<file path="config.mk">
export PLATFORM = sky130hd
export DESIGN_NAME = beat_planner
export DESIGN_NICKNAME = d
export VERILOG_FILES = /design/src/rtl/fetch_pkg.sv /design/src/rtl/beat_planner.sv
export SDC_FILE = /design/constraint.sdc
export NUM_CORES = 1
export LEC_CHECK = 0
export BUFFER_PORTS_ARGS = -buffer_cell sky130_fd_sc_hd__buf_2
export CAP_MARGIN = 10
export CORE_AREA = 4 4 41 43
export CTS_CLUSTER_DIAMETER = 80
export DETAILED_ROUTE_END_ITERATION = 6
export DIE_AREA = 0 0 45 47
export PLACE_DENSITY = 0.67
export SLEW_MARGIN = 20
export SYNTH_ARGS = -nofsm -noshare
export SYNTH_HDL_FRONTEND = slang
export SYNTH_SLANG_ARGS = --single-unit
export TNS_END_PERCENT = 100
</file>
<file path="constraint.sdc">
create_clock -name clk -period 0.8 [get_ports clk]
set_input_delay 0.16 -clock clk [delete_from_list [all_inputs] [get_ports clk]]
set_output_delay 0.16 -clock clk [all_outputs]
set_load 0.01 [all_outputs]
</file>
<file path="src/rtl/fetch_pkg.sv">
package fetch_pkg;

   // ----------------------------------------
   // Widths
   // ----------------------------------------
   localparam int ADDR_W = 32;             // Linear address
   localparam int DATA_W = 32;             // One dword beat from memory
   localparam int LEN_W  = 5;              // Fetch length, 0 to 16 bytes
   localparam int CNT_W  = 3;              // Byte count of one beat, 0 to 4
   localparam int OFF_W  = 2;              // Byte offset inside a dword

   // ----------------------------------------
   // Beat constants
   // ----------------------------------------
   localparam int BEATS          = 4;      // Dwords per 16-byte line
   localparam int BYTES_PER_BEAT = 4;      // Bytes in one dword

   // Request as the front end presents it
   // Length is already clipped at page and segment limits
   typedef struct packed {
      logic [ADDR_W-1:0] address;
      logic [LEN_W-1:0]  length;
   } fetch_req_t;                          // 37 bits

   // Per-beat byte counts of the read in flight
   // Element 0 is the beat the memory returns next
   typedef struct packed {
      logic [BEATS-1:0][CNT_W-1:0] cnt;
   } beat_plan_t;                          // 12 bits

   // One prefetch queue entry
   typedef struct packed {
      logic [DATA_W-1:0] data;             // Aligned to byte 0, unused bytes zero
      logic [CNT_W-1:0]  count;            // Valid bytes
   } prefetch_entry_t;                     // 35 bits

endpackage

</file>
<file path="src/rtl/beat_planner.sv">
`timescale 1ns/1ps

// Keeps the byte count of every beat of the current line read.
// Loaded at acceptance, shifted down one element per counted beat.
module beat_planner import fetch_pkg::*; (
   input  logic             clk,
   input  logic             rst_n,
   input  logic             load,      // Request accepted this cycle
   input  logic             advance,   // Current beat consumed
   input  fetch_req_t       req,
   output logic [CNT_W-1:0] count      // Count of the current beat
);

   // ----------------------------------------
   // Plan register and next value
   // ----------------------------------------
   beat_plan_t plan;
   beat_plan_t plan_next;

   logic [OFF_W-1:0] byte_off;          // Offset of first byte in its dword
   logic [1:0]       dword_idx;         // Dword of the request inside the line

   assign byte_off  = req.address[OFF_W-1:0];
   assign dword_idx = req.address[OFF_W+1:OFF_W];

   always_comb begin
      plan_next = plan;                 // Hold by default
      if (load) begin
         // First beat only carries the bytes from the offset upward
         plan_next.cnt[0] = CNT_W'(BYTES_PER_BEAT) - CNT_W'(byte_off);
         // Full dwords until the line ends and nothing after it
         for (int i = 1; i < BEATS; i++) begin
            if (int'(dword_idx) + i < BEATS) begin
               plan_next.cnt[i] = CNT_W'(BYTES_PER_BEAT);
            end else begin
               plan_next.cnt[i] = '0;
            end
         end
      end else if (advance) begin
         // Drop the beat just used and fill the top with zero
         plan_next.cnt = {{CNT_W{1'b0}}, plan.cnt[BEATS-1:1]};
      end
   end

   // ----------------------------------------
   // State
   // ----------------------------------------
   always_ff @(posedge clk) begin
      if (!rst_n) begin
         plan <= '0;                    // No read in flight
      end else begin
         plan <= plan_next;
      end
   end

   // Bottom element belongs to the beat the memory returns next
   assign count = plan.cnt[0];

endmodule

</file>
==> impl_metrics.ini <==
[detailed_routing]
wirelength_um = 607
vias = 261
antenna_left = 0
first_iter_violations = 0
route.met2.wl_um = 250
routed-wl-met3_um = 68
route.detailed.drc = 0
wl_per_cell_um = 10.3
via_per_inst = 4.42
top_layer = met4
dr.pass1.iters = 1
met1_length_um = 278

[synth]
syn_nets = 73
syn_inst = 31
ys_seq_area_frac = 0.389
ys_ff_latch = 6
yosysWarnings = 0
syn_area_um2 = 309
syn_avg_cell_area_um2 = 9.97
synth.distinct_cells = 14

[sta]
clock_skew_ns = 0.00631
rsz0062_at_grt = true
setup_tns_ns = -0.473
setup_viol = 8
slew_violations = 0
worst_hold_slack_ns = 0.167
tightest_slew_ns = 0.187
max_slew_margin = 0.875
max_freq_mhz = 1090
min_period_ns = 0.916
hold_violations = 0
setup_ws_ns = -0.116
period_share = 1.15

[placed_design]
port_buffers = 10
dp.cells = 56
gp_congestion = 0.634
hpwl_um = 470

[floorplanning]
num_rows = 13
dieArea_um2 = 2120
dieWidth_um = 45
ios = 44
die_height_um = 47
start_util = 0.237
fp.coreArea_um2 = 1300

[clocking]
clk_latency_ns = 0.24
cts_buffers = 3
clk_path_buf_depth = 2
cts_tree = done
clkSlewWorstSetupHoldPaths_ns = 0.05
cts_sinks = 6
clockRootBuffer = clkbuf_4
htreeDepth = 1

[worst_setup_path]
worstSetupPathDepth = 2
worst-path-max-fanout = 2
crit_path_end_kind = output port
startpoint_type = flop
worst_r2r_path_depth = 2
crit_chain = buf_6, buf_6
crit_top_cell = buf_6
critical_path.max_stage_delay_ns = 0.31
crit_family = flip-flops
cp_data_arrival_time_ns = 0.76
worstSetupPathType = reg2out
r2r-end = count[2]
worst-path-buf-inv = 2
cp_slowest_cell = dfxtp_2
startpoint = count[2]
crit_end = count[2]
rrSetupSlack_ns = -0.07
r2r-start = count[2]
required_ns = 0.64

[run_status]
status = complete, but fails checks
violations = negative setup slack

[global_route]
grt_start_max_net_pins = 10
grt_pass1_wl_mm = 1.10
grt-ovfl-total = 0
grt_antenna_before_repair = 0
grt_pass1_vias = 282
grt_usage = 0.0790

[cells_and_area]
drive_gt1_frac = 0.545
syn2layout_area_growth_pct = 39.3
diodes = 0
fin_cells = 59
nets = 88

[pwr]
powerDensity_nw_per_um2 = 1680
irDropWorstVdd_mv = 0.419
p_leak_nw = 0.221
p_total_uw = 722

[flow_run]
drv_cap = 0

[min_path]
min_path_type = in2reg
worst_hold_path.num_cells = 3
## Yosys cell counts (all sizes together)
master	count	area, um^2
dfxtp	6	120
buf	4	27.5
mux2	3	33.8
nand2	3	11.3
o211a	3	30.0
a21boi	2	15.0
inv	2	7.51
nor3b	2	15.0
or3b	2	17.5
ha	1	12.5
nand2b	1	6.26
nand3	1	5.00
o21a	1	7.51
## placed cells by master, fill, tap and decap left out
cell type | netlist | layout
nand2_1 | 3 | 3
buf_2 | 1 | 7
o21a_1 | 1 | 1
dfxtp_1 | 6 | 2
a21boi_1 | 2 | 2
ha_1 | 1 | 1
dfxtp_2 | 0 | 4
o211a_1 | 3 | 3
nand3_1 | 1 | 1
nor3b_1 | 2 | 2
inv_1 | 2 | 2
or3b_1 | 2 | 2
buf_6 | 0 | 4
clkbuf_4 | 0 | 3
mux2_2 | 3 | 3
nand2b_1 | 1 | 1
buf_4 | 3 | 3
## kinds of logic after synthesis
logic type | Yosys count | share of synthesized area
flops | 6 | 0.389
mux | 3 | 0.109
simple gates | 9 | 0.178
compound gates | 6 | 0.170
fa+ha+maj | 1 | 0.0405
buf+inv | 6 | 0.113
## repair_timing
item	4_1_cts	5_1_grt
buffers inserted	0	0
cloned	0	0
setup endpoints to repair	8	8
resized for setup	7	1
hold buffers	0	0
## flip-flops by register name, summed over array words and instances, names as in the netlist
register / flops
plan: 3
count: 3
## worst min-delay path by stage
stage,to,startpoint
floorplan,plan[11],rst_n
global placement,count[0],req[5]
detailed placement,count[0],req[5]
CTS,count[0],req[5]
global route,count[0],req[5]
finish,count[0],req[5]
## worst reg2reg max path: cells and delay by family (launching register included)
| kind | cells | cell delay (ns) |
|---|---|---|
| DFF | 1 | 0.31 |
| muxes | 1 | 0.25 |
| AOI/OAI and AO/OA | 1 | 0.20 |
## cell type report
class,instances,area [um^2]
well taps,15,18.8
multi-input cells,19,154
flip-flops and latches,6,125
clock buffers,3,22.5
inverters,2,7.51
repair buffers,14,103
fillers,146,871
## routing by layer
metal,vias to the layer above,global-route usage
met1,117,0.0795
li1,133,-
met5,-,0
met3,2,0.0498
met2,9,0.113
met4,0,0.0702
## where the power goes
part	leakage [nW]	switching (mW)	total (mW)	internal, mW
Clock	0.0138	0.0996	0.269	0.169
Sequential	0.0509	0.00916	0.330	0.321
Combinational	0.157	0.0475	0.123	0.0754
Total	0.221	0.156	0.722	0.565
## stage by stage
step | setup slack (ns) | area, um^2 | util
after detailed placement | -0.158 | 380 | 0.292
final | -0.116 | 430 | 0.331
after global routing | -0.138 | 430 | 0.331
after CTS | -0.127 | 429 | 0.330
after global placement | -0.148 | 380 | 0.292
after floorplan | -0.0334 | 309 | -
Power figures use the tool's default switching activity.
