File: src/rtl/fetch_pkg.sv
package fetch_pkg;

   // ----------------------------------------
   // Widths
   // ----------------------------------------
   localparam int ADDR_W = 32;             // Linear address
   localparam int DATA_W = 32;             // One dword beat from memory
   localparam int LEN_W  = 5;              // Fetch length, 0 to 16 bytes
   localparam int CNT_W  = 3;              // Byte count of one beat, 0 to 4
   localparam int OFF_W  = 2;              // Byte offset inside a dword

   // ----------------------------------------
   // Beat constants
   // ----------------------------------------
   localparam int BEATS          = 4;      // Dwords per 16-byte line
   localparam int BYTES_PER_BEAT = 4;      // Bytes in one dword

   // Request as the front end presents it
   // Length is already clipped at page and segment limits
   typedef struct packed {
      logic [ADDR_W-1:0] address;
      logic [LEN_W-1:0]  length;
   } fetch_req_t;                          // 37 bits

   // Per-beat byte counts of the read in flight
   // Element 0 is the beat the memory returns next
   typedef struct packed {
      logic [BEATS-1:0][CNT_W-1:0] cnt;
   } beat_plan_t;                          // 12 bits

   // One prefetch queue entry
   typedef struct packed {
      logic [DATA_W-1:0] data;             // Aligned to byte 0, unused bytes zero
      logic [CNT_W-1:0]  count;            // Valid bytes
   } prefetch_entry_t;                     // 35 bits

endpackage

File: src/rtl/fetch_sequencer.sv
`timescale 1ns/1ps

// Idle/read FSM of the code fetch path.
// Accepts one request, issues the line read, turns each returned beat
// into a prefetch entry and reports the consumed length.
module fetch_sequencer import fetch_pkg::*; (
   input  logic              clk,
   input  logic              rst_n,
   input  logic              pr_reset,              // Pipeline flush
   input  logic              fetch_do,
   input  fetch_req_t        fetch_req,
   input  logic              readcode_done,         // Last beat
   input  logic              readcode_partial_done, // Every other beat
   input  logic [CNT_W-1:0]  plan_count,
   input  logic [DATA_W-1:0] aligned_data,
   output logic              readcode_do,
   output logic [ADDR_W-1:0] readcode_address,
   output logic              plan_load,
   output logic              plan_advance,
   output logic [OFF_W-1:0]  align_offset,
   output logic [CNT_W-1:0]  align_count,
   output logic              prefetch_write_do,
   output prefetch_entry_t   prefetch_entry,
   output logic              prefetched_do,
   output logic [LEN_W-1:0]  prefetched_length
);

   typedef enum logic {
      ST_IDLE,
      ST_READ
   } state_t;

   // ----------------------------------------
   // Registers
   // ----------------------------------------
   state_t           state;
   logic [LEN_W-1:0] remaining;     // Bytes still owed to the queue
   logic             first_beat;    // Next beat is beat 0 of the line
   logic             reset_waiting; // Flushed, draining the rest of the read
   logic [OFF_W-1:0] req_offset;    // Byte offset of the accepted request

   // ----------------------------------------
   // Decode
   // ----------------------------------------
   logic             accept;
   logic             beat;
   logic             flush;
   logic [LEN_W-1:0] plan_len;
   logic [LEN_W-1:0] entry_len;
   logic [CNT_W-1:0] entry_count;
   logic             counted;

   assign accept = (state == ST_IDLE) && fetch_do && !pr_reset
                   && (fetch_req.length != '0);
   assign beat   = (state == ST_READ) && (readcode_partial_done || readcode_done);
   assign flush  = pr_reset || reset_waiting;      // Current and later beats dropped

   // Smaller of planned count and what is left of the request
   assign plan_len    = LEN_W'(plan_count);
   assign entry_len   = (plan_len > remaining) ? remaining : plan_len;
   assign entry_count = entry_len[CNT_W-1:0];      // Never above 4

   assign counted = beat && !flush && (entry_count != '0);

   // Read request, same cycle as acceptance
   assign readcode_do      = accept;
   assign readcode_address = {fetch_req.address[ADDR_W-1:OFF_W], {OFF_W{1'b0}}};

   // Planner and aligner control
   assign plan_load    = accept;
   assign plan_advance = counted;
   assign align_offset = first_beat ? req_offset : '0;
   assign align_count  = entry_count;

   // Entry toward the prefetch queue
   assign prefetch_entry.data  = aligned_data;
   assign prefetch_entry.count = entry_count;
   assign prefetch_write_do    = counted;
   assign prefetched_do        = counted;
   assign prefetched_length    = entry_len;

   // ----------------------------------------
   // FSM and length bookkeeping
   // ----------------------------------------
   always_ff @(posedge clk) begin
      if (!rst_n) begin
         state      <= ST_IDLE;
         remaining  <= '0;
         first_beat <= 1'b0;
      end else if (accept) begin
         state      <= ST_READ;
         remaining  <= fetch_req.length;
         first_beat <= 1'b1;
      end else if (state == ST_READ) begin
         if (counted) remaining <= remaining - entry_len;
         if (beat) first_beat <= 1'b0;        // Offset only applies once
         if (readcode_done) state <= ST_IDLE;
      end
   end

   always_ff @(posedge clk) begin
      if (!rst_n) begin
         reset_waiting <= 1'b0;
      end else if (pr_reset && state != ST_IDLE) begin
         reset_waiting <= 1'b1;
      end else if (state == ST_IDLE) begin
         reset_waiting <= 1'b0;
      end
   end

   always_ff @(posedge clk) begin
      if (accept) req_offset <= fetch_req.address[OFF_W-1:0];
   end

   // Memory only answers a read that was issued
   a_no_beat_idle: assert property (@(posedge clk) disable iff (!rst_n)
      (state == ST_IDLE) |-> !(readcode_partial_done || readcode_done))
      else $error("fetch_sequencer: beat strobe while idle");

   // One strobe per beat
   a_one_strobe: assert property (@(posedge clk) disable iff (!rst_n)
      !(readcode_partial_done && readcode_done))
      else $error("fetch_sequencer: partial and final beat together");

endmodule

File: config.mk
export PLATFORM = sky130hd
export DESIGN_NAME = fetch_sequencer
export DESIGN_NICKNAME = d
export VERILOG_FILES = /design/src/rtl/fetch_pkg.sv /design/src/rtl/fetch_sequencer.sv
export SDC_FILE = /design/constraint.sdc
export NUM_CORES = 1
export LEC_CHECK = 0
export ABC_CLOCK_PERIOD_IN_PS = 8000
export BUFFER_PORTS_ARGS = -buffer_cell sky130_fd_sc_hd__buf_2
export CAP_MARGIN = 5
export CORE_UTILIZATION = 36
export CTS_BUF_LIST = sky130_fd_sc_hd__clkbuf_16
export DETAILED_ROUTE_END_ITERATION = 8
export PLACE_DENSITY = 0.85
export SYNTH_ARGS = -nofsm -noshare
export SYNTH_HDL_FRONTEND = slang
export SYNTH_SLANG_ARGS = --single-unit
File: constraint.sdc
create_clock -name clk -period 8 [get_ports clk]
set_input_delay 1.6 -clock clk [delete_from_list [all_inputs] [get_ports clk]]
set_output_delay 1.6 -clock clk [all_outputs]
set_load 0.005 [all_outputs]
==> out/metrics.csv, run 1 <==
metric;value;unit
outcome;completed;
cts_tree;done;
cts_hold_buf;0;
grt_first_pass_wirelength;3.77;mm
final_antenna_net_count;0;
fmax;205;MHz
p_leak;0.000502;uW
dieHeight;63.2;um
tns;0;ns
rsz0062_at_grt;false;
viasPerCell;4.87;
post-route-util;0.309;
clkLatencyLatePin;0.24;ns
n_antenna_cell;0;
synth_cell_type_count;40;
tightest_slew;0.502;ns
num-nets-final;214;
path_class;input port to output port;
io_pins;160;
num_vias;847;
dp_hpwl;1.91;mm
cts_post_setup_buffers_inserted;0;
drt_wl_total;2.35;mm
syn_avg_cell_area;8.06;um^2
numCtsBuffers;3;
skew;0.00894;ns
cpPeakStageDelay;0.36;ns
p_per_area;192;nW/um^2
yosysSeqAreaShare;0.164;
start_util;0.388;
post-route-min-period;4.89;ns
drc_errors;0;
gp_congestion;0.815;
maxCapViolCount;0;
relSlewSlack;0.666;
routedWlPerCell;13.5;um
slew_violations;0;
numPortBuffers;31;
final_common_cell;buf_2;
hp-class;flop to flop;
timing.critical_path.buf_inv;3;
vdd_drop_max;0.0000543;V
grt_pass1_vias;787;
hold_violations;0;
setup_viol;0;
cp_max_fo;6;
cts.sinks;10;
cts_root_buf;clkbuf_16;
ys_warn_count;0;
areaGrowthSynthToFinish;-20.4;%
overflow;0;
cp_cell_sequence;buf_2, ha_1, nor2b_1, o31ai_2, nor2_1, mux2i_1, inv_1, buf_2;
drtPass1Iterations;4;
dr.first_iter.drc_count;20;
synthCells;167;
slowest_stage;mux2i_1;
antenna_found_initial;0;
synth-seq-cells;10;
netlist_area;1350;um^2
required;6.40;ns
core;3470;um^2
critPathMostFrequentCell;buf_2;
endpoint_kind;output port;
die_w;63.2;um
path_clk_slew;0.04;ns
grt_max_degree;16;
fin_crit_sh;0.611;
grt_usage;0.123;
crit_family;buffers and inverters;
die-area;3990;um^2
p_total;206;uW
h-tree-depth;1;
cp-start-kind;input port;
final_cell_mix;buf_2 (31), nand3_1 (8), dfxtp_1 (8), inv_1 (7);
drive_gt1_frac;0.344;
rows;21;
worstPathArrival;3.29;ns
ctsResizeCount;0;
cts_buffer_depth;2;
## per-layer routing
layer | global-route usage | wire [um] | up-vias
met5 | 0 | 0 | -
met4 | 0.108 | 101 | 0
met3 | 0.0652 | 248 | 17
met2 | 0.181 | 1050 | 52
met1 | 0.127 | 946 | 372
li1 | - | - | 406
## path summary, 6_finish.rpt
path | start | endpoint | slack (ns) | cells past startpoint
max | plan_count[1] | prefetch_entry[1] | 3.11 | 8
min | first_beat | first_beat | 0.47 | 2
max reg2reg | remaining[1] | remaining[4] | 4.53 | 14
min reg2reg | first_beat | first_beat | 0.47 | 2
## layout make-up
cell class	instances	area, um^2
Clock buffer	3	75.1
Clock inverter	1	3.75
Fill cell	379	2400
Inverter	8	30.0
Multi-Input combinational cell	75	529
Sequential cell	10	220
Tap cell	46	57.6
Timing Repair Buffer	31	155
## registers in the layout, summed over array words and instances, names as in the netlist
name,count
first_beat,1
remaining,5
req_offset,2
reset_waiting,1
state,1
## power breakdown
group | internal, uW | leakage [uW] | switching (uW)
registers | 54.7 | 0.0000842 | 3.10
clock network | 65.7 | 0.0000385 | 25.3
logic | 26.3 | 0.000379 | 31.0
## cells by family after synthesis
family                     count (synthesis)  synth area share
AOI/OAI and AO/OA                         24             0.131
xor gates and xnor gates                   1           0.00651
adders and majority gates                  7            0.0706
buffers and inverters                     85             0.452
DFF                                       10             0.164
muxes                                      2            0.0158
other                                      1           0.00279
and+or+nand+nor                           37             0.158
## synthesized netlist by cell type (all sizes together)
master  count  share of area
nand3b      1         0.0056
fa          1          0.015
ha          6          0.056
or4         1         0.0084
o21ai       8          0.033
nor2b       2         0.0093
o31ai       1         0.0093
nor2        4          0.011
nand3       9          0.037
o211ai      5          0.035
inv         8          0.022
a31oi       1         0.0046
nand4       2         0.0093
nor3        3          0.011
buf        76           0.43
clkbuf      1         0.0028
mux2        1         0.0084
a21boi      2          0.011
and2        3          0.014
nor3b       2          0.015
dfxtp       8           0.12
xor2        1         0.0065
mux2i       1         0.0074
or2         1         0.0046
and3        3          0.014
edfxtp      2          0.045
nand2       5          0.014
conb        1         0.0028
nand2b      1         0.0046
a21oi       1         0.0037
a21o        2          0.011
o21a        3          0.017
a211o       1         0.0065
## worst reg2reg max path, delay by kind of cell, from the launching register on
family | cells | cell delay, ns
AOI/OAI and AO/OA | 6 | 1.41
adders and majority gates | 3 | 0.92
buffers and inverters | 2 | 0.13
DFF | 1 | 0.44
and+or+nand+nor | 3 | 0.45
## stage by stage
stage	setup slack [ns]	instance area, um^2	cells	hold WS (ns)
after floorplan	3.36	1360	170	0.447
after global placement	3.20	992	170	0.461
after detailed placement	3.09	992	170	0.471
after CTS	3.09	1070	174	0.483
after global routing	2.92	1070	174	0.519
final	3.11	1070	174	0.474
No activity file was read; power rests on OpenSTA's default activity.
==> inputs of run 2 (changes only) <==
--- a/config.mk
+++ b/config.mk
@@ -5,13 +5,13 @@
 export SDC_FILE = /design/constraint.sdc
 export NUM_CORES = 1
 export LEC_CHECK = 0
-export ABC_CLOCK_PERIOD_IN_PS = 8000
+export ABC_CLOCK_PERIOD_IN_PS = 4100
 export BUFFER_PORTS_ARGS = -buffer_cell sky130_fd_sc_hd__buf_2
 export CAP_MARGIN = 5
-export CORE_UTILIZATION = 36
+export CORE_UTILIZATION = 30
 export CTS_BUF_LIST = sky130_fd_sc_hd__clkbuf_16
 export DETAILED_ROUTE_END_ITERATION = 8
-export PLACE_DENSITY = 0.85
+export PLACE_DENSITY = 0.75
 export SYNTH_ARGS = -nofsm -noshare
 export SYNTH_HDL_FRONTEND = slang
 export SYNTH_SLANG_ARGS = --single-unit
==> constraint.sdc (replaced) <==
create_clock -name clk -period 4.1 [get_ports clk]
set_input_delay 0.82 -clock clk [delete_from_list [all_inputs] [get_ports clk]]
set_output_delay 0.82 -clock clk [all_outputs]
set_load 0.005 [all_outputs]
==> run 2 against run 1 <==
Against the previous run: global-route usage is 3.1 points lower; via count is 3.2% higher; register-to-register slack worse by 3.7 ns; combinational power is 97% higher; design area is 1.2% higher; cell count is 2.9% higher; non-clock buffer count is 1 higher; clock skew is 0.0045 ns lower; clock-buffer cell count stayed put; clock power is 90% higher; flip-flop and latch count stayed put.
==> out/metrics.csv, run 2 (synthesis results as in run 1) <==
metric;value;unit
outcome;completed;
cts_root_buf;clkbuf_16;
cp-start-kind;input port;
n_fill_cell;452;
cts_buffer_depth;2;
p_clk_frac;0.433;
ctsResizeCount;0;
worstPathArrival;3.63;ns
grt_pass1_vias;769;
cts_hold_buf;0;
p_seq_frac;0.283;
gp_congestion;0.814;
clkLatencyLatePin;0.24;ns
switching_share;0.278;
p_comb_frac;0.283;
num-nets-final;215;
antenna_found_initial;0;
critPathMostFrequentCell;ha_1;
top_register;remaining;
hold_start;first_beat;
final_common_cell;buf_2;
cts_post_setup_buffers_inserted;0;
final_cell_mix;buf_2 (31), nand3_1 (8), dfxtp_1 (8), inv_1 (7);
cts_tree;done;
cp_cell_sequence;buf_2, ha_1, nor2b_1, o31ai_2, nor2_1, o21ai_0, ha_1, inv_1, fa_1, a211o_1, nor3_1, o21a_1, a21o_1, o211ai_2;
required;4.22;ns
grt_usage;0.0925;
numCtsBuffers;3;
tightest_slew;0.507;ns
areaGrowthSynthToFinish;-19.5;%
cp_max_fo;6;
core;4140;um^2
post-route-min-period;3.51;ns
seq_area;220;um^2
numPortBuffers;31;
drt_wl_total;2.24;mm
largest_reg_flops;5;
post-route-cell-area;1080;um^2
rows;23;
h-tree-depth;1;
largestRegisters;remaining: 5 flops, req_offset: 2 flops;
viasPerCell;4.88;
final_antenna_net_count;0;
drc_errors;0;
drtPass1Iterations;4;
vdd_drop_max;0.000151;V
hp-class;flop to flop;
num_vias;874;
grt_max_degree;16;
dr.first_iter.drc_count;20;
routedWlPerCell;12.5;um
rsz0062_at_grt;false;
tns;0;ns
endpoint_kind;flop;
cpPeakStageDelay;0.40;ns
die_w;69.0;um
maxCapViolCount;0;
dieHeight;69.0;um
p_leak;0.000507;uW
slowest_stage;fa_1;
n_antenna_cell;0;
io_pins;160;
fin_crit_sh;0.856;
hold_violations;0;
place_area;1000;um^2
drive_gt1_frac;0.349;
cp-startpoint;plan_count[1];
path_class;input port to flop;
grt_first_pass_wirelength;3.24;mm
fmax;285;MHz
relSlewSlack;0.662;
dp_hpwl;1.80;mm
path_clk_slew;0.04;ns
start_util;0.325;
internal-power;288;uW
multi_input_area;529;um^2
slew_violations;0;
power.switching;111;uW
regToRegStartpoint;remaining[1];
cts.sinks;10;
skew;0.00440;ns
overflow;0;
p_per_area;368;nW/um^2
setup_viol;0;
die-area;4760;um^2
-- run 2: cell types whose count changed in the layout (fill, tap and decap cells not counted) --
cell / previous run / this run
buf_4: 0 / 1
-- run 2: metal layers --
layer	wire [um]	track usage	up-vias
met1	812	0.0906	410
li1	-	-	404
met2	1120	0.150	48
met5	0	0	-
met4	55	0.0689	0
met3	248	0.0444	12
-- run 2: stage by stage --
stage               cells  total power (uW)  hold WS, ns  setup slack, ns  utilization
finish                179               399        0.483            0.589        0.261
global placement      175               227        0.473            0.448        0.242
detailed placement    175               228        0.482            0.313        0.242
global route          179               423        0.554            0.313        0.261
CTS                   179               403        0.490            0.559        0.261
floorplan             170               253        0.447            0.514            -
-- run 2: path summary, 6_finish.rpt --
| path | endpoint | slack [ns] | cells after the start |
|---|---|---|---|
| worst max-delay path | remaining[4] | 0.59 | 14 |
| worst max register to register | remaining[4] | 0.79 | 14 |
| worst min-delay path | first_beat | 0.48 | 2 |
| worst min register to register | first_beat | 0.48 | 2 |
-- run 2: power by group through the flow --
stage / clock [uW] / combinational (uW) / sequential [uW]
floorplan: 0 / 140 / 113
global placement: 0 / 112 / 114
detailed placement: 0 / 114 / 115
CTS: 175 / 115 / 113
global route: 180 / 130 / 114
finish: 173 / 113 / 113
-- run 2: critical path: cells and delay by family --
kind	cells	cell delay, ns
AO/OA/AOI/OAI	6	1.30
adder cells (fa/ha/maj)	3	0.90
buffers and inverters	2	0.17
AND/OR/NAND/NOR	3	0.44
-- run 2: layout make-up --
cell class / count / share of cell area
flip-flops and latches: 10 / 0.203
repair buffers: 32 / 0.150
inverters: 8 / 0.0277
clock inverters: 1 / 0.00346
well taps: 50 / 0.0577
multi-input cells: 75 / 0.488
clock buffers: 3 / 0.0693
